===== src/common/fpMulPkg.sv =====
`default_nettype none

package fpMulPkg;

	// Half-precision format
	localparam int EXP_BITS = 5;
	localparam int FRAC_BITS = 10;
	localparam int EXP_BIAS = 15;
	localparam int HALF_BITS = 16;
	localparam int EXP_MAX = 31; // All-ones exponent, inf or NaN
	localparam int EXT_EXP_BITS = EXP_BITS + 2; // Signed exponent with headroom
	localparam int PROD_BITS = 2 * (FRAC_BITS + 1); // 11x11 significand product

	localparam logic [HALF_BITS-1:0] CANON_NAN = 16'h7E00; // Quiet NaN, no payload
	localparam logic [HALF_BITS-2:0] INF_MAG = 15'h7C00; // Infinity without sign
	localparam logic [HALF_BITS-2:0] MAX_MAG = 15'h7BFF; // Largest finite without sign

	// Result queue and credits
	localparam int QUEUE_DEPTH = 4; // Also the producer's starting credit
	localparam int OUT_CREDITS = 2; // Consumer's starting grant
	localparam int PTR_BITS = $clog2(QUEUE_DEPTH);
	localparam int COUNT_BITS = PTR_BITS + 1;
	localparam int CREDIT_BITS = $clog2(OUT_CREDITS + 1);

	// Register block
	localparam int CSR_BITS = 4;
	localparam logic CSR_CTRL = 1'b0; // Rounding mode in bit 0
	localparam logic CSR_FLAGS = 1'b1; // Sticky flags, write one to clear

	typedef enum logic {
		nearestEven = 1'b0,
		towardZero = 1'b1
	} roundMode;

	typedef struct packed {
		logic sign;
		logic [EXP_BITS-1:0] exp;
		logic [FRAC_BITS-1:0] frac;
	} fp16Fields;

	// Same word, raw or split into fields
	typedef union packed {
		logic [HALF_BITS-1:0] bits;
		fp16Fields f;
	} fp16Word;

	typedef struct packed {
		logic invalid;
		logic overflow;
		logic underflow;
		logic inexact;
	} fpFlags;

	// Prep register contents, 37 bits
	typedef struct packed {
		logic sign; // Product sign
		logic [EXP_BITS-1:0] expA;
		logic [EXP_BITS-1:0] expB;
		logic [PROD_BITS-1:0] prod; // Significands with hidden ones
		logic isZero; // Either operand zero or subnormal
		logic isInf; // Either operand infinite
		logic isNan; // Either operand NaN
		logic invalid; // NaN in, or inf times zero
	} prepStage;

	typedef struct packed {
		fp16Word word;
		fpFlags flags;
	} resEntry;

endpackage

`default_nettype wire


===== src/fpMul/fpMulPrep.sv =====
`timescale 1ns/1ns
`default_nettype none

module fpMulPrep import fpMulPkg::*; (
	input fp16Word opA,
	input fp16Word opB,
	output prepStage stage
);

	logic aExpMax;
	logic bExpMax;
	logic aZero;
	logic bZero;
	logic aInf;
	logic bInf;
	logic aNan;
	logic bNan;
	logic anyZero;
	logic anyInf;
	logic anyNan;
	logic [FRAC_BITS:0] sigA;
	logic [FRAC_BITS:0] sigB;

	assign aExpMax = &opA.f.exp;
	assign bExpMax = &opB.f.exp;

	// Exponent zero covers subnormals too, they count as zero
	assign aZero = ~|opA.f.exp;
	assign bZero = ~|opB.f.exp;

	assign aInf = aExpMax & ~|opA.f.frac; // All ones, empty fraction
	assign bInf = bExpMax & ~|opB.f.frac;
	assign aNan = aExpMax & |opA.f.frac; // All ones, fraction set
	assign bNan = bExpMax & |opB.f.frac;

	assign anyZero = aZero | bZero;
	assign anyInf = aInf | bInf;
	assign anyNan = aNan | bNan;

	// Restore hidden ones
	assign sigA = {1'b1, opA.f.frac};
	assign sigB = {1'b1, opB.f.frac};

	assign stage.sign = opA.f.sign ^ opB.f.sign; // Equal signs give positive
	assign stage.expA = opA.f.exp;
	assign stage.expB = opB.f.exp;
	assign stage.prod = sigA * sigB; // Full 22-bit product
	assign stage.isZero = anyZero;
	assign stage.isInf = anyInf;
	assign stage.isNan = anyNan;
	assign stage.invalid = anyNan | (anyInf & anyZero); // Inf times zero has no answer

endmodule

`default_nettype wire


===== src/fpMul/fpMulRound.sv =====
`timescale 1ns/1ns
`default_nettype none

module fpMulRound import fpMulPkg::*; (
	input prepStage stage,
	input roundMode mode,
	output fp16Word word,
	output fpFlags flags
);

	logic topBit;
	logic [FRAC_BITS:0] normSig;
	logic guard;
	logic sticky;
	logic roundUp;
	logic [FRAC_BITS+1:0] roundSig;
	logic [FRAC_BITS-1:0] finalFrac;
	logic signed [EXT_EXP_BITS-1:0] normExp;
	logic signed [EXT_EXP_BITS-1:0] finalExp;
	logic tooBig;
	logic tooSmall;

	// Product in [1,4), top bit set means shift right by one
	assign topBit = stage.prod[PROD_BITS-1];
	assign normSig = topBit ? stage.prod[PROD_BITS-1 -: FRAC_BITS+1]
		: stage.prod[PROD_BITS-2 -: FRAC_BITS+1];
	assign guard = topBit ? stage.prod[FRAC_BITS] : stage.prod[FRAC_BITS-1];
	assign sticky = topBit ? |stage.prod[FRAC_BITS-1:0] : |stage.prod[FRAC_BITS-2:0];

	// Sum of biased exponents, one bias removed
	assign normExp = {2'b00, stage.expA} + {2'b00, stage.expB}
		+ {{(EXT_EXP_BITS-1){1'b0}}, topBit} - EXT_EXP_BITS'(EXP_BIAS);

	// Ties go to even, toward zero just truncates
	assign roundUp = (mode == nearestEven) & guard & (sticky | normSig[0]);
	assign roundSig = {1'b0, normSig} + {{(FRAC_BITS+1){1'b0}}, roundUp};

	// Carry out of rounding leaves 10.000..., shift and bump exponent
	assign finalFrac = roundSig[FRAC_BITS+1] ? roundSig[FRAC_BITS:1] : roundSig[FRAC_BITS-1:0];
	assign finalExp = normExp + {{(EXT_EXP_BITS-1){1'b0}}, roundSig[FRAC_BITS+1]};

	assign tooBig = finalExp >= EXP_MAX;
	assign tooSmall = finalExp <= 0; // No subnormal results

	always_comb begin
		word.bits = '0;
		flags = '0;
		if (stage.invalid) begin
			word.bits = CANON_NAN;
			flags.invalid = 1'b1;
		end else if (stage.isInf) begin // Inf times nonzero finite
			word.bits = {stage.sign, INF_MAG};
		end else if (stage.isZero) begin
			word.f.sign = stage.sign; // Signed exact zero
		end else if (tooBig) begin
			// Toward zero saturates at the largest finite
			word.bits = {stage.sign, (mode == towardZero) ? MAX_MAG : INF_MAG};
			flags.overflow = 1'b1;
			flags.inexact = 1'b1; // Whole value lost
		end else if (tooSmall) begin
			word.f.sign = stage.sign;
			flags.underflow = 1'b1;
			flags.inexact = 1'b1; // Nonzero product flushed
		end else begin
			word.f.sign = stage.sign;
			word.f.exp = finalExp[EXP_BITS-1:0];
			word.f.frac = finalFrac;
			flags.inexact = guard | sticky; // Any dropped bit
		end
	end

endmodule

`default_nettype wire


===== src/fpMul/fpMulPipe.sv =====
`timescale 1ns/1ns
`default_nettype none

module fpMulPipe import fpMulPkg::*; (
	input logic clk,
	input logic rst,
	input logic inValid,
	input fp16Word opA,
	input fp16Word opB,
	input roundMode mode,
	output logic resValid,
	output fp16Word resWord,
	output fpFlags resFlags
);

	// Stage 1, operand register
	logic s1Valid;
	fp16Word s1OpA;
	fp16Word s1OpB;

	// Stage 2, prep register
	logic s2Valid;
	prepStage s2Stage;
	prepStage prepOut;

	// Round logic output, into stage 3
	fp16Word roundWord;
	fpFlags roundFlags;

	fpMulPrep fpMulPrep_i (
		.opA(s1OpA),
		.opB(s1OpB),
		.stage(prepOut)
	);

	// Mode is picked up as the item enters stage 3
	fpMulRound fpMulRound_i (
		.stage(s2Stage),
		.mode(mode),
		.word(roundWord),
		.flags(roundFlags)
	);

	// Valid bits walk with each item
	always_ff @(posedge clk) begin
		if (rst) begin
			s1Valid <= 1'b0;
			s2Valid <= 1'b0;
			resValid <= 1'b0;
		end else begin
			s1Valid <= inValid;
			s2Valid <= s1Valid;
			resValid <= s2Valid;
		end
	end

	// Data only moves under its valid
	always_ff @(posedge clk) begin
		if (inValid) begin
			s1OpA <= opA;
			s1OpB <= opB;
		end
		if (s1Valid) begin
			s2Stage <= prepOut;
		end
		if (s2Valid) begin
			resWord <= roundWord; // Packed result
			resFlags <= roundFlags;
		end
	end

endmodule

`default_nettype wire


===== src/source/fpMulCsr.sv =====
`timescale 1ns/1ns
`default_nettype none

module fpMulCsr import fpMulPkg::*; (
	input logic clk,
	input logic rst,
	input logic csrWrite,
	input logic csrAddr,
	input logic [CSR_BITS-1:0] csrWdata,
	input logic resValid,
	input fpFlags resFlags,
	output logic [CSR_BITS-1:0] csrRdata,
	output roundMode mode
);

	fpFlags sticky;
	fpFlags clearMask;
	fpFlags newFlags;
	logic ctrlWrite;

	assign ctrlWrite = csrWrite && (csrAddr == CSR_CTRL);

	// Ones written to the flag address clear those bits
	assign clearMask = (csrWrite && (csrAddr == CSR_FLAGS)) ? fpFlags'(csrWdata) : '0;

	assign newFlags = resValid ? resFlags : '0; // Only completed results count

	// Rounding mode register
	always_ff @(posedge clk) begin
		if (rst) begin
			mode <= nearestEven;
		end else if (ctrlWrite) begin
			mode <= roundMode'(csrWdata[0]);
		end
	end

	// Clear first, then OR in, so a fresh flag survives a same-cycle clear
	always_ff @(posedge clk) begin
		if (rst) begin
			sticky <= '0;
		end else begin
			sticky <= (sticky & ~clearMask) | newFlags;
		end
	end

	// Read data one cycle after the address
	always_ff @(posedge clk) begin
		if (rst) begin
			csrRdata <= '0;
		end else if (csrAddr == CSR_CTRL) begin
			csrRdata <= {{(CSR_BITS-1){1'b0}}, mode};
		end else begin
			csrRdata <= sticky; // invalid, overflow, underflow, inexact
		end
	end

endmodule

`default_nettype wire


===== src/source/fpMulResultQueue.sv =====
`timescale 1ns/1ns
`default_nettype none

module fpMulResultQueue import fpMulPkg::*; (
	input logic clk,
	input logic rst,
	input logic resValid,
	input fp16Word resWord,
	input fpFlags resFlags,
	input logic outCredit,
	output logic outValid,
	output fp16Word outResult,
	output fpFlags outFlags,
	output logic inCredit
);

	resEntry mem [QUEUE_DEPTH];
	logic [PTR_BITS-1:0] wrPtr;
	logic [PTR_BITS-1:0] rdPtr;
	logic [COUNT_BITS-1:0] count; // Entries held
	logic [CREDIT_BITS-1:0] credits; // Downstream credits held
	logic pop;

	// Head leaves only while the consumer has room
	assign pop = (count != '0) && (credits != '0);

	// Storage, pointers wrap on a power-of-two depth
	always_ff @(posedge clk) begin
		if (resValid) begin
			mem[wrPtr] <= '{word: resWord, flags: resFlags};
		end
	end

	always_ff @(posedge clk) begin
		if (rst) begin
			wrPtr <= '0;
			rdPtr <= '0;
			count <= '0;
		end else begin
			if (resValid) begin
				wrPtr <= wrPtr + PTR_BITS'(1);
			end
			if (pop) begin
				rdPtr <= rdPtr + PTR_BITS'(1);
			end
			case ({resValid, pop})
				2'b10: count <= count + COUNT_BITS'(1);
				2'b01: count <= count - COUNT_BITS'(1);
				default: count <= count; // Idle or push with pop
			endcase
		end
	end

	// Credit returned in the same cycle as a spend nets out
	always_ff @(posedge clk) begin
		if (rst) begin
			credits <= CREDIT_BITS'(OUT_CREDITS);
		end else begin
			case ({outCredit, pop})
				2'b10: credits <= credits + CREDIT_BITS'(1);
				2'b01: credits <= credits - CREDIT_BITS'(1);
				default: credits <= credits;
			endcase
		end
	end

	// Output valid and upstream credit pulse together
	always_ff @(posedge clk) begin
		if (rst) begin
			outValid <= 1'b0;
			inCredit <= 1'b0;
		end else begin
			outValid <= pop;
			inCredit <= pop; // Slot freed, producer may send again
		end
	end

	always_ff @(posedge clk) begin
		if (pop) begin
			outResult <= mem[rdPtr].word;
			outFlags <= mem[rdPtr].flags;
		end
	end

endmodule

`default_nettype wire


===== src/source/fpMulTop.sv =====
`timescale 1ns/1ns
`default_nettype none

module fpMulTop import fpMulPkg::*; (
	input logic clk,
	input logic rst,
	input logic inValid,
	input fp16Word opA,
	input fp16Word opB,
	input logic outCredit,
	input logic csrWrite,
	input logic csrAddr,
	input logic [CSR_BITS-1:0] csrWdata,
	output logic inCredit,
	output logic outValid,
	output fp16Word outResult,
	output fpFlags outFlags,
	output logic [CSR_BITS-1:0] csrRdata
);

	logic resValid;
	fp16Word resWord;
	fpFlags resFlags;
	roundMode mode;

	// Three-stage multiplier, no stall
	fpMulPipe fpMulPipe_i (
		.clk(clk),
		.rst(rst),
		.inValid(inValid),
		.opA(opA),
		.opB(opB),
		.mode(mode),
		.resValid(resValid),
		.resWord(resWord),
		.resFlags(resFlags)
	);

	// Mode and sticky flags
	fpMulCsr fpMulCsr_i (
		.clk(clk),
		.rst(rst),
		.csrWrite(csrWrite),
		.csrAddr(csrAddr),
		.csrWdata(csrWdata),
		.resValid(resValid), // Flags gathered as results complete
		.resFlags(resFlags),
		.csrRdata(csrRdata),
		.mode(mode)
	);

	// Absorbs results while the consumer holds back credits
	fpMulResultQueue fpMulResultQueue_i (
		.clk(clk),
		.rst(rst),
		.resValid(resValid),
		.resWord(resWord),
		.resFlags(resFlags),
		.outCredit(outCredit),
		.outValid(outValid),
		.outResult(outResult),
		.outFlags(outFlags),
		.inCredit(inCredit)
	);

endmodule

`default_nettype wire


===== config.mk =====
export PLATFORM = sky130hd
export DESIGN_NAME = fpMulTop
export DESIGN_NICKNAME = d
export VERILOG_FILES = /design/src/common/fpMulPkg.sv /design/src/fpMul/fpMulPrep.sv /design/src/fpMul/fpMulRound.sv /design/src/fpMul/fpMulPipe.sv /design/src/source/fpMulCsr.sv /design/src/source/fpMulResultQueue.sv /design/src/source/fpMulTop.sv
export SDC_FILE = /design/constraint.sdc
export NUM_CORES = 1
export LEC_CHECK = 0
export BUFFER_PORTS_ARGS = -buffer_cell sky130_fd_sc_hd__buf_2
export CAP_MARGIN = 20
export CORE_MARGIN = 2
export CORE_UTILIZATION = 60
export CTS_CLUSTER_DIAMETER = 50
export DETAILED_ROUTE_END_ITERATION = 12
export PLACE_DENSITY = 0.91
export SETUP_SLACK_MARGIN = 0.02
export SLEW_MARGIN = 20
export SYNTH_ARGS = -nofsm -noshare
export SYNTH_HDL_FRONTEND = slang
export SYNTH_SLANG_ARGS = --single-unit

===== constraint.sdc =====
create_clock -name clk -period 7.5 [get_ports clk]
set_input_delay 0 -clock clk [delete_from_list [all_inputs] [get_ports clk]]
set_output_delay 0 -clock clk [all_outputs]
set_load 0.05 [all_outputs]

* Word-level counts from Yosys, hierarchy flattened
Memory sizes are Yosys's and may differ from the RTL's. A register that Yosys moved wholly into a read port is not among the register bits.
Index checks and enable logic that the tools add are counted.
** Word-level totals
- Register bits after elaboration :: 110
- Bits in writable memories :: 80
- Word-level logic and storage cells :: 113
- Memories :: 1
** Memories
- fpMulResultQueue_i.mem :: depth 4, width 20, read ports 1, clocked after memory_dff 1, write ports 1, line fpMulResultQueue.sv:17 : resEntry mem [QUEUE_DEPTH];
** Cells by class
- $add $sub $neg :: 11
- Multiply operators :: 1
- $lt $le $gt $ge :: 2
- Equality and inequality tests :: 4
- Mux-type cells :: 21
- Bitwise gates (word level) :: 19
- Reductions and logical operators :: 23
** Operator list (number)
- 15-bit two-way mux :: 3
- 10-bit OR reduction :: 3
- 11-bit by 11-bit multiplier with 22-bit output :: 1
- 11-bit two-way mux :: 2
- 10-bit two-way mux :: 2
- 11-bit by 1-bit adder with 12-bit output :: 1
- 1-bit two-way mux :: 10
- 5-bit AND reduction :: 2
- 5-bit OR reduction :: 2
- 9-bit OR reduction :: 1
- 4-bit two-way mux :: 2
- 6-bit by 1-bit adder with 7-bit output :: 1
- 7-bit by 1-bit adder with 7-bit output :: 1
- 1-bit AND :: 7
- 7-bit by 6-bit greater-or-equal comparator with 1-bit output (second input constant) :: 1
- 7-bit by 1-bit <= comparator with 1-bit output (second input constant) :: 1
- 7-bit by 4-bit subtractor with 7-bit output (second input constant) :: 1
- 2-bit by 1-bit adder with 2-bit output (second input constant) :: 3
- 5-bit by 5-bit adder with 6-bit output :: 1
- 1-bit bitwise OR :: 6
- 3-bit one-hot mux with 2 select lines :: 1
- 2-bit nonzero test :: 3
- 4-bit AND :: 1
- 2-bit by 1-bit equality test with 1-bit output (second input constant) :: 2
- other kinds (15) :: 23

* Logic depth before layout (Yosys ltp)
Gate-level depths: netlist of run 1.
- Depth after elaboration :: 11
- Gate-level depth with buffers :: 20
- Mapped depth without buffers :: 19

* Cells and area by module
A second synthesis of run 1 with hierarchy kept.
** Unflattened totals
- Cells, all modules :: 993
- Area, all modules :: 12462.0 µm²
** Modules (own cells, without submodules)
- fpMulPrep :: times used 1, cells an instance 503, area an instance 4147.7 µm²
- fpMulResultQueue :: times used 1, cells an instance 183, area an instance 4020.1 µm²
- fpMulPipe :: times used 1, cells an instance 95, area an instance 2751.4 µm²
- fpMulRound :: times used 1, cells an instance 182, area an instance 1228.7 µm²
- fpMulCsr :: times used 1, cells an instance 30, area an instance 314.1 µm²

* Worst setup path before layout of run 1
Ideal clock, no wire load.
- Path kind :: flip-flop to flip-flop
- Start :: register fpMulPipe_i.s1OpB[9] in the netlist's numbering
- End :: register fpMulPipe_i.s2Stage[25] in the netlist's numbering, data pin
- Setup time :: 0.268 ns
- Arrival time :: 4.922 ns
- Required time :: 7.232 ns
- Path slack :: 2.310 ns
- Cell stages (with the launch flop) :: 20
- Path buffers :: 1
- Path through :: edfxtp_1 > clkbuf_1 > and2_1 > fa_1 > inv_1 > fa_1 > inv_1 > fa_1 > fa_1 > inv_1 > fa_1 > inv_1 > ha_1 > and3_1 > nand2_1 > a21oi_1 > nor3b_1 > a211oi_1 > o41ai_1 > xnor2_1
** RTL lines
- start: declaration :: line fpMulPipe.sv:19 : fp16Word s1OpB;
- start signal: assignment :: line fpMulPipe.sv:61 : s1OpB <= opB;
- end signal: assignment :: line fpMulPipe.sv:64 : s2Stage <= prepOut;
- end: declaration :: line fpMulPipe.sv:23 : prepStage s2Stage;

==> flow_metrics.env, run 1 <==
export IMPL_status="finished clean"
export IMPL_drc=0
export IMPL_final_nets=1291
export IMPL_yosysSeqAreaShare=0.497
export IMPL_worst_setup_path_end_kind="register"
export IMPL_ys_flop_type="edfxtp_1"
export IMPL_worstSetupPathType="reg2reg"
export IMPL_dpl_hpwl_mm=16.7
export IMPL_portBuffers=67
export IMPL_htree_num_levels=1
export IMPL_antenna_found_initial=0
export IMPL_ir_drop_v=0.000359
export IMPL_syn_avg_cell_area_sq_um=12.5
export IMPL_whs_endpoint="fpMulPipe_i.s1OpB[10]"
export IMPL_rows=52
export IMPL_insertion_delay_ps=520
export IMPL_clock_sinks=210
export IMPL_die_y_um=147
export IMPL_vias_per_cell=5.59
export IMPL_rsz0062_at_grt="no"
export IMPL_final_common_cell="edfxtp_1"
export IMPL_crit_path_max_incr_delay_ps=560
export IMPL_r2r_slack_ps=1980
export IMPL_leakage_nw=5.74
export IMPL_synthesis_instances=979
export IMPL_cts_resized=0
export IMPL_fin_ws_ps=1980
export IMPL_worst_slew_pin_slew_ps=1070
export IMPL_max_freq_ghz=0.181
export IMPL_grt_usage=0.234
export IMPL_layout_common_cells="edfxtp_1, inv_1, nand2_1"
export IMPL_critPathLaunchType="register"
export IMPL_finalSetupViolCount=0
export IMPL_hold_viol_final=0
export IMPL_crit_required_ps=7760
export IMPL_firstDrtPassIters=5
export IMPL_dp_slack_ps=2050
export IMPL_skew_ps=8.00
export IMPL_clk_pin_slew_worst_paths_ps=60
export IMPL_async_reset_ff_frac=0
export IMPL_diodes=0
export IMPL_cp_buffers_inverters=4
export IMPL_worstPathArrival_ps=5780
export IMPL_cap_violations=0
export IMPL_cp_slowest_cell="edfxtp_1"
export IMPL_slew_violations=0
export IMPL_synth_edf_count=188
export IMPL_power_density_nw_per_um2=403
export IMPL_drive_gt1_frac=0.120
export IMPL_fin_crit_sh=0.736
export IMPL_dr_first_iter_drc_count=490
export IMPL_ys_ff_latch=210
export IMPL_die_area_sq_um=21600
export IMPL_initial_utilization=0.608
export IMPL_path_delay_family="adder cells"
export IMPL_hold_path_depth=1
export IMPL_vias=7699
export IMPL_fill_cells=1280
export IMPL_antenna_left=0
export IMPL_final_setup_tns_ps=0
export IMPL_hold_buffers=50
export IMPL_fin_crit_ps=5520
export IMPL_reg2reg_depth=18
export IMPL_grt_pass1_wl_mm=40.2
export IMPL_min_delay_start="inValid"
export IMPL_io_pins=68
export IMPL_grt_pass1_vias=8131
export IMPL_cts_made_buffers=23
export IMPL_path_common_cell="fa_1"
export IMPL_worstPathCellList="and2_1, fa_1, inv_1, fa_1, inv_1, fa_1, fa_1, inv_1, fa_1, inv_1, ha_1, and3_1, nand2_1, a21oi_1, nor3b_1, a211oi_1, o41ai_1, xnor2_1"
export IMPL_routed_wl_mm=24.1
export IMPL_grt_max_degree=37
export IMPL_instances_no_fill=1378
export IMPL_relSlewSlack=0.284
export IMPL_core_area_sq_um=20200
export IMPL_dp_cells=1286
export IMPL_hp_class="in2reg"
export IMPL_place_congestion=0.901
export IMPL_yosysWarnings=0
export IMPL_reg2reg_to="fpMulPipe_i.s2Stage[25]"
export IMPL_cts_tree="built"
export IMPL_r2r_start="fpMulPipe_i.s1OpB[9]"
export IMPL_grt_ovfl_total=0
export IMPL_syn_nets=1179
export IMPL_crit_fanout=12
export IMPL_routedWlPerCell_um=17.5
export IMPL_root_buffer="clkbuf_16"
export IMPL_fp_dieW_um=147
export IMPL_cts_path_max_buffers=3
export IMPL_synth_cell_type_count=65
export IMPL_post_cts_setup_buffer_count=0
export IMPL_synthToLayoutAreaGrowth_pct=14.7
export IMPL_syn_cell_area_sq_um=12300
-- power breakdown --
group	switching [mW]	internal [mW]	leakage (nW)
logic	1.68	1.18	3.43
clock network	0.457	0.633	0.363
registers	0.141	1.57	1.95
-- cells in the mapped netlist, types with 3 or more instances --
| master | count | area (sq um) |
|---|---|---|
| or3_1 | 5 | 31.3 |
| fa_1 | 83 | 1660 |
| a21o_1 | 6 | 45.0 |
| a21oi_1 | 21 | 105 |
| or4_1 | 4 | 30.0 |
| a22oi_1 | 6 | 45.0 |
| dfxtp_1 | 22 | 440 |
| ha_1 | 75 | 938 |
| nand2b_1 | 6 | 37.5 |
| mux4_2 | 20 | 450 |
| a31oi_1 | 5 | 31.3 |
| nor3b_1 | 4 | 30.0 |
| a21boi_0 | 3 | 22.5 |
| a211oi_1 | 7 | 52.6 |
| clkbuf_1 | 26 | 97.6 |
| xnor2_1 | 21 | 184 |
| nand4_1 | 3 | 18.8 |
| nor2b_1 | 10 | 62.6 |
| inv_1 | 143 | 537 |
| nor2_1 | 47 | 176 |
| nand3_1 | 24 | 120 |
| o21ai_1 | 3 | 15.0 |
| edfxtp_1 | 188 | 5650 |
| o21ai_0 | 19 | 95.1 |
| and2_1 | 49 | 307 |
| and3_1 | 4 | 25.0 |
| nand2_1 | 93 | 349 |
| xor2_1 | 13 | 114 |
| o21a_1 | 4 | 30.0 |
| nor4_1 | 7 | 43.8 |
| a2111o_1 | 4 | 45.0 |
| nor3_1 | 7 | 35.0 |
| mux2i_1 | 7 | 70.1 |
-- cell families (layout without fill, tap and decap cells) --
logic type,Yosys count,after routing,synth area share
AO/OA/AOI/OAI,99,99,0.0568
XOR/XNOR,34,34,0.0243
adder cells (fa/ha/maj),158,158,0.212
buffers and inverters,178,307,0.0553
flip-flops,210,210,0.497
multiplexers,29,29,0.0455
AND/OR/NAND/NOR,271,271,0.109
-- state kept, by name, indices dropped and copies added, names as in the netlist, 16 cells and up --
name                          cells
fpMulPipe_i.resWord              16
fpMulPipe_i.s1OpB                16
fpMulResultQueue_i.outResult     16
fpMulResultQueue_i.mem           80
fpMulPipe_i.s2Stage              36
fpMulPipe_i.s1OpA                16
-- cell type report --
| type | count | area, sq um | area share |
|---|---|---|---|
| Tap cell | 270 | 338 | 0.0240 |
| Sequential cell | 210 | 6090 | 0.433 |
| Inverter | 146 | 548 | 0.0390 |
| Multi-Input combinational cell | 591 | 5490 | 0.391 |
| Timing Repair Buffer | 119 | 851 | 0.0605 |
| Clock buffer | 32 | 629 | 0.0448 |
| Clock inverter | 10 | 113 | 0.00801 |
-- per-layer routing --
metal,vias up,global-route usage,wire length [um]
met4,0,0.0875,961
met2,301,0.437,12800
met1,3733,0.275,9120
met5,-,0,0
met3,70,0.0326,1250
li1,3595,-,-
-- through the flow --
step	instance area (sq um)	hold slack [ps]	utilization	total power [mW]
2_1_floorplan	12300	98.9	-	3.98
3_5_place_dp	12800	178	0.635	4.53
3_3_place_gp	12800	176	0.635	4.41
4_1_cts	14100	107	0.697	5.68
5_1_grt	14100	147	0.697	6.11
6_report	14100	105	0.697	5.67
-- how the worst max path moves through the flow --
stage / startpoint / to / slack (ps) / depth (start not counted)
finish: fpMulPipe_i.s1OpB[9] / fpMulPipe_i.s2Stage[25] / 1980 / 18
global route: fpMulPipe_i.s1OpA[7] / fpMulPipe_i.s2Stage[25] / 1710 / 19
CTS: fpMulPipe_i.s1OpB[9] / fpMulPipe_i.s2Stage[25] / 1980 / 18
detailed placement: fpMulPipe_i.s1OpB[9] / fpMulPipe_i.s2Stage[25] / 2050 / 18
global placement: fpMulPipe_i.s1OpB[9] / fpMulPipe_i.s2Stage[25] / 2160 / 18
floorplan: fpMulPipe_i.s1OpB[9] / fpMulPipe_i.s2Stage[25] / 2310 / 19
-- worst reg2reg max path, delay by kind of cell, from the launching register on --
kind | cells | cell delay [ps]
xor+xnor | 1 | 150
compound gates | 3 | 710
simple gates | 4 | 590
fa+ha+maj | 6 | 3020
buf+inv | 4 | 220
flops | 1 | 560
(Power assumes the default switching activity.)
==> inputs of run 2 (changes only) <==
Clock period 7.5 ns to 5.6 ns, I/O delays scaled along.
==> flow_metrics.env, run 2 (synthesized netlist as in run 1, its figures left out) <==
export IMPL_worstPathArrival_ps=5650
export IMPL_internal_power_mw=4.74
export IMPL_max_freq_ghz=0.186
export IMPL_path_delay_family="adder cells"
export IMPL_crit_path_max_incr_delay_ps=590
export IMPL_cap_violations=0
export IMPL_portBuffers=67
export IMPL_grt_usage=0.241
export IMPL_grt_max_degree=37
export IMPL_worstPathCellList="nand2_1, fa_1, fa_1, inv_1, ha_1, fa_1, inv_1, fa_1, inv_1, ha_1, a21o_1, a21oi_1, a21oi_1, nor3b_1, a211oi_1, o41ai_1, xnor2_1"
export IMPL_htree_num_levels=1
export IMPL_die_y_um=147
export IMPL_power_density_nw_per_um2=548
export IMPL_grt_ovfl_total=0
export IMPL_relSlewSlack=0.277
export IMPL_swShare=0.399
export IMPL_comb_power_share=0.503
export IMPL_critPathLaunchType="register"
export IMPL_grt_pass1_wl_mm=41.0
export IMPL_dr_first_iter_drc_count=519
export IMPL_worst_setup_path_end_kind="register"
export IMPL_p_sw_mw=3.15
export IMPL_final_nets=1325
export IMPL_rows=52
export IMPL_ir_drop_v=0.000350
export IMPL_grt_pass1_vias=8201
export IMPL_fin_crit_ps=5380
export IMPL_vias_per_cell=5.65
export IMPL_leakage_nw=5.95
export IMPL_fp_dieW_um=147
export IMPL_io_pins=68
export IMPL_finalSetupViolCount=0
export IMPL_cts_made_buffers=25
export IMPL_vias=7982
export IMPL_insertion_delay_ps=530
export IMPL_slew_violations=0
export IMPL_p_seq_frac=0.289
export IMPL_root_buffer="clkbuf_16"
export IMPL_crit_fanout=10
export IMPL_die_area_sq_um=21600
export IMPL_skew_ps=11.0
export IMPL_path_common_cell="fa_1"
export IMPL_routed_wl_mm=26.0
export IMPL_core_area_sq_um=20200
export IMPL_cts_path_max_buffers=3
export IMPL_hold_viol_final=0
export IMPL_routedWlPerCell_um=18.4
export IMPL_clk_pin_slew_worst_paths_ps=50
export IMPL_worstSetupPathType="reg2reg"
export IMPL_firstDrtPassIters=6
export IMPL_reg_top3="fpMulResultQueue_i.mem: 80 flops, fpMulPipe_i.s2Stage: 36 flops"
export IMPL_diodes=0
export IMPL_layout_common_cells="edfxtp_1, inv_1, nand2_1"
export IMPL_cts_tree="built"
export IMPL_drive_gt1_frac=0.156
export IMPL_initial_utilization=0.608
export IMPL_finalPower_mw=7.89
export IMPL_status="finished clean"
export IMPL_antenna_left=0
export IMPL_r2r_slack_ps=220
export IMPL_cp_slowest_cell="edfxtp_1"
export IMPL_largest_register_ffs=80
export IMPL_final_common_cell="edfxtp_1"
export IMPL_hp_class="in2reg"
export IMPL_cp_buffers_inverters=3
export IMPL_drc=0
export IMPL_top_register="fpMulResultQueue_i.mem"
export IMPL_dpl_hpwl_mm=17.5
export IMPL_fin_crit_sh=0.961
export IMPL_place_congestion=0.940
export IMPL_p_clk_frac=0.208
export IMPL_crit_required_ps=5870
export IMPL_post_route_util=0.715
export IMPL_worst_slew_pin_slew_ps=1080
export IMPL_antenna_found_initial=0
export IMPL_synthToLayoutAreaGrowth_pct=17.6
export IMPL_fill_cells=1226
export IMPL_clock_sinks=210
run 2: power groups by stage:
stage / clock network (mW) / logic [mW] / registers, mW
after floorplan: 0 / 2.80 / 2.53
after global placement: 0 / 3.62 / 2.30
after detailed placement: 0 / 3.79 / 2.32
after CTS: 1.66 / 3.88 / 2.29
after global routing: 1.72 / 4.43 / 2.31
final: 1.64 / 3.97 / 2.28
run 2: layer usage:
| metal | track usage | routed length [um] |
|---|---|---|
| met1 | 0.281 | 9460 |
| met2 | 0.451 | 14000 |
| met3 | 0.0314 | 1370 |
| met4 | 0.0966 | 1140 |
| met5 | 0 | 0 |
run 2: final cells by class:
type	instances	area, sq um	area share
timing repair buffer	151	1080	0.0750
clock buffer	33	706	0.0490
tap	270	338	0.0234
clock inverter	12	161	0.0112
inverter	146	548	0.0380
multi-input combinational	591	5500	0.381
sequential	210	6090	0.422
run 2: through the flow:
step	hold WS (ps)	setup TNS (ps)	std cells	instance area, sq um	worst slack (ps)
2_1_floorplan	98.9	0	979	12300	410
3_3_place_gp	177	0	1294	12900	385
3_5_place_dp	178	0	1294	12900	216
4_1_cts	102	0	1385	14200	146
5_1_grt	132	-26.8	1413	14400	-22.4
6_report	122	0	1413	14400	221
run 2: path summary, 6_finish.rpt:
check | cells after the start | to | from
max reg2reg | 17 | fpMulPipe_i.s2Stage[25] | fpMulPipe_i.s1OpA[3]
min | 1 | fpMulPipe_i.s1OpB[2] | inValid
max | 17 | fpMulPipe_i.s2Stage[25] | fpMulPipe_i.s1OpA[3]
min reg2reg | 1 | fpMulPipe_i.s2Valid | fpMulPipe_i.s1Valid
run 2: timing repair:
item / 4_1_cts / 5_1_grt
hold buffers: 46 / 0
setup buffers: 0 / 28
endpoints found under the hold margin: 54 / 0
endpoints found under the setup margin: 0 / 4
gates resized for setup: 0 / 1
run 2: worst register-to-register path, delay by kind of cell, from the launching register on:
kind	cells	cell delay, ps
adders and majority gates	6	2820
AOI/OAI and AO/OA	5	1070
DFF	1	590
and+or+nand+nor	2	370
buffers and inverters	3	160
xor gates and xnor gates	1	110
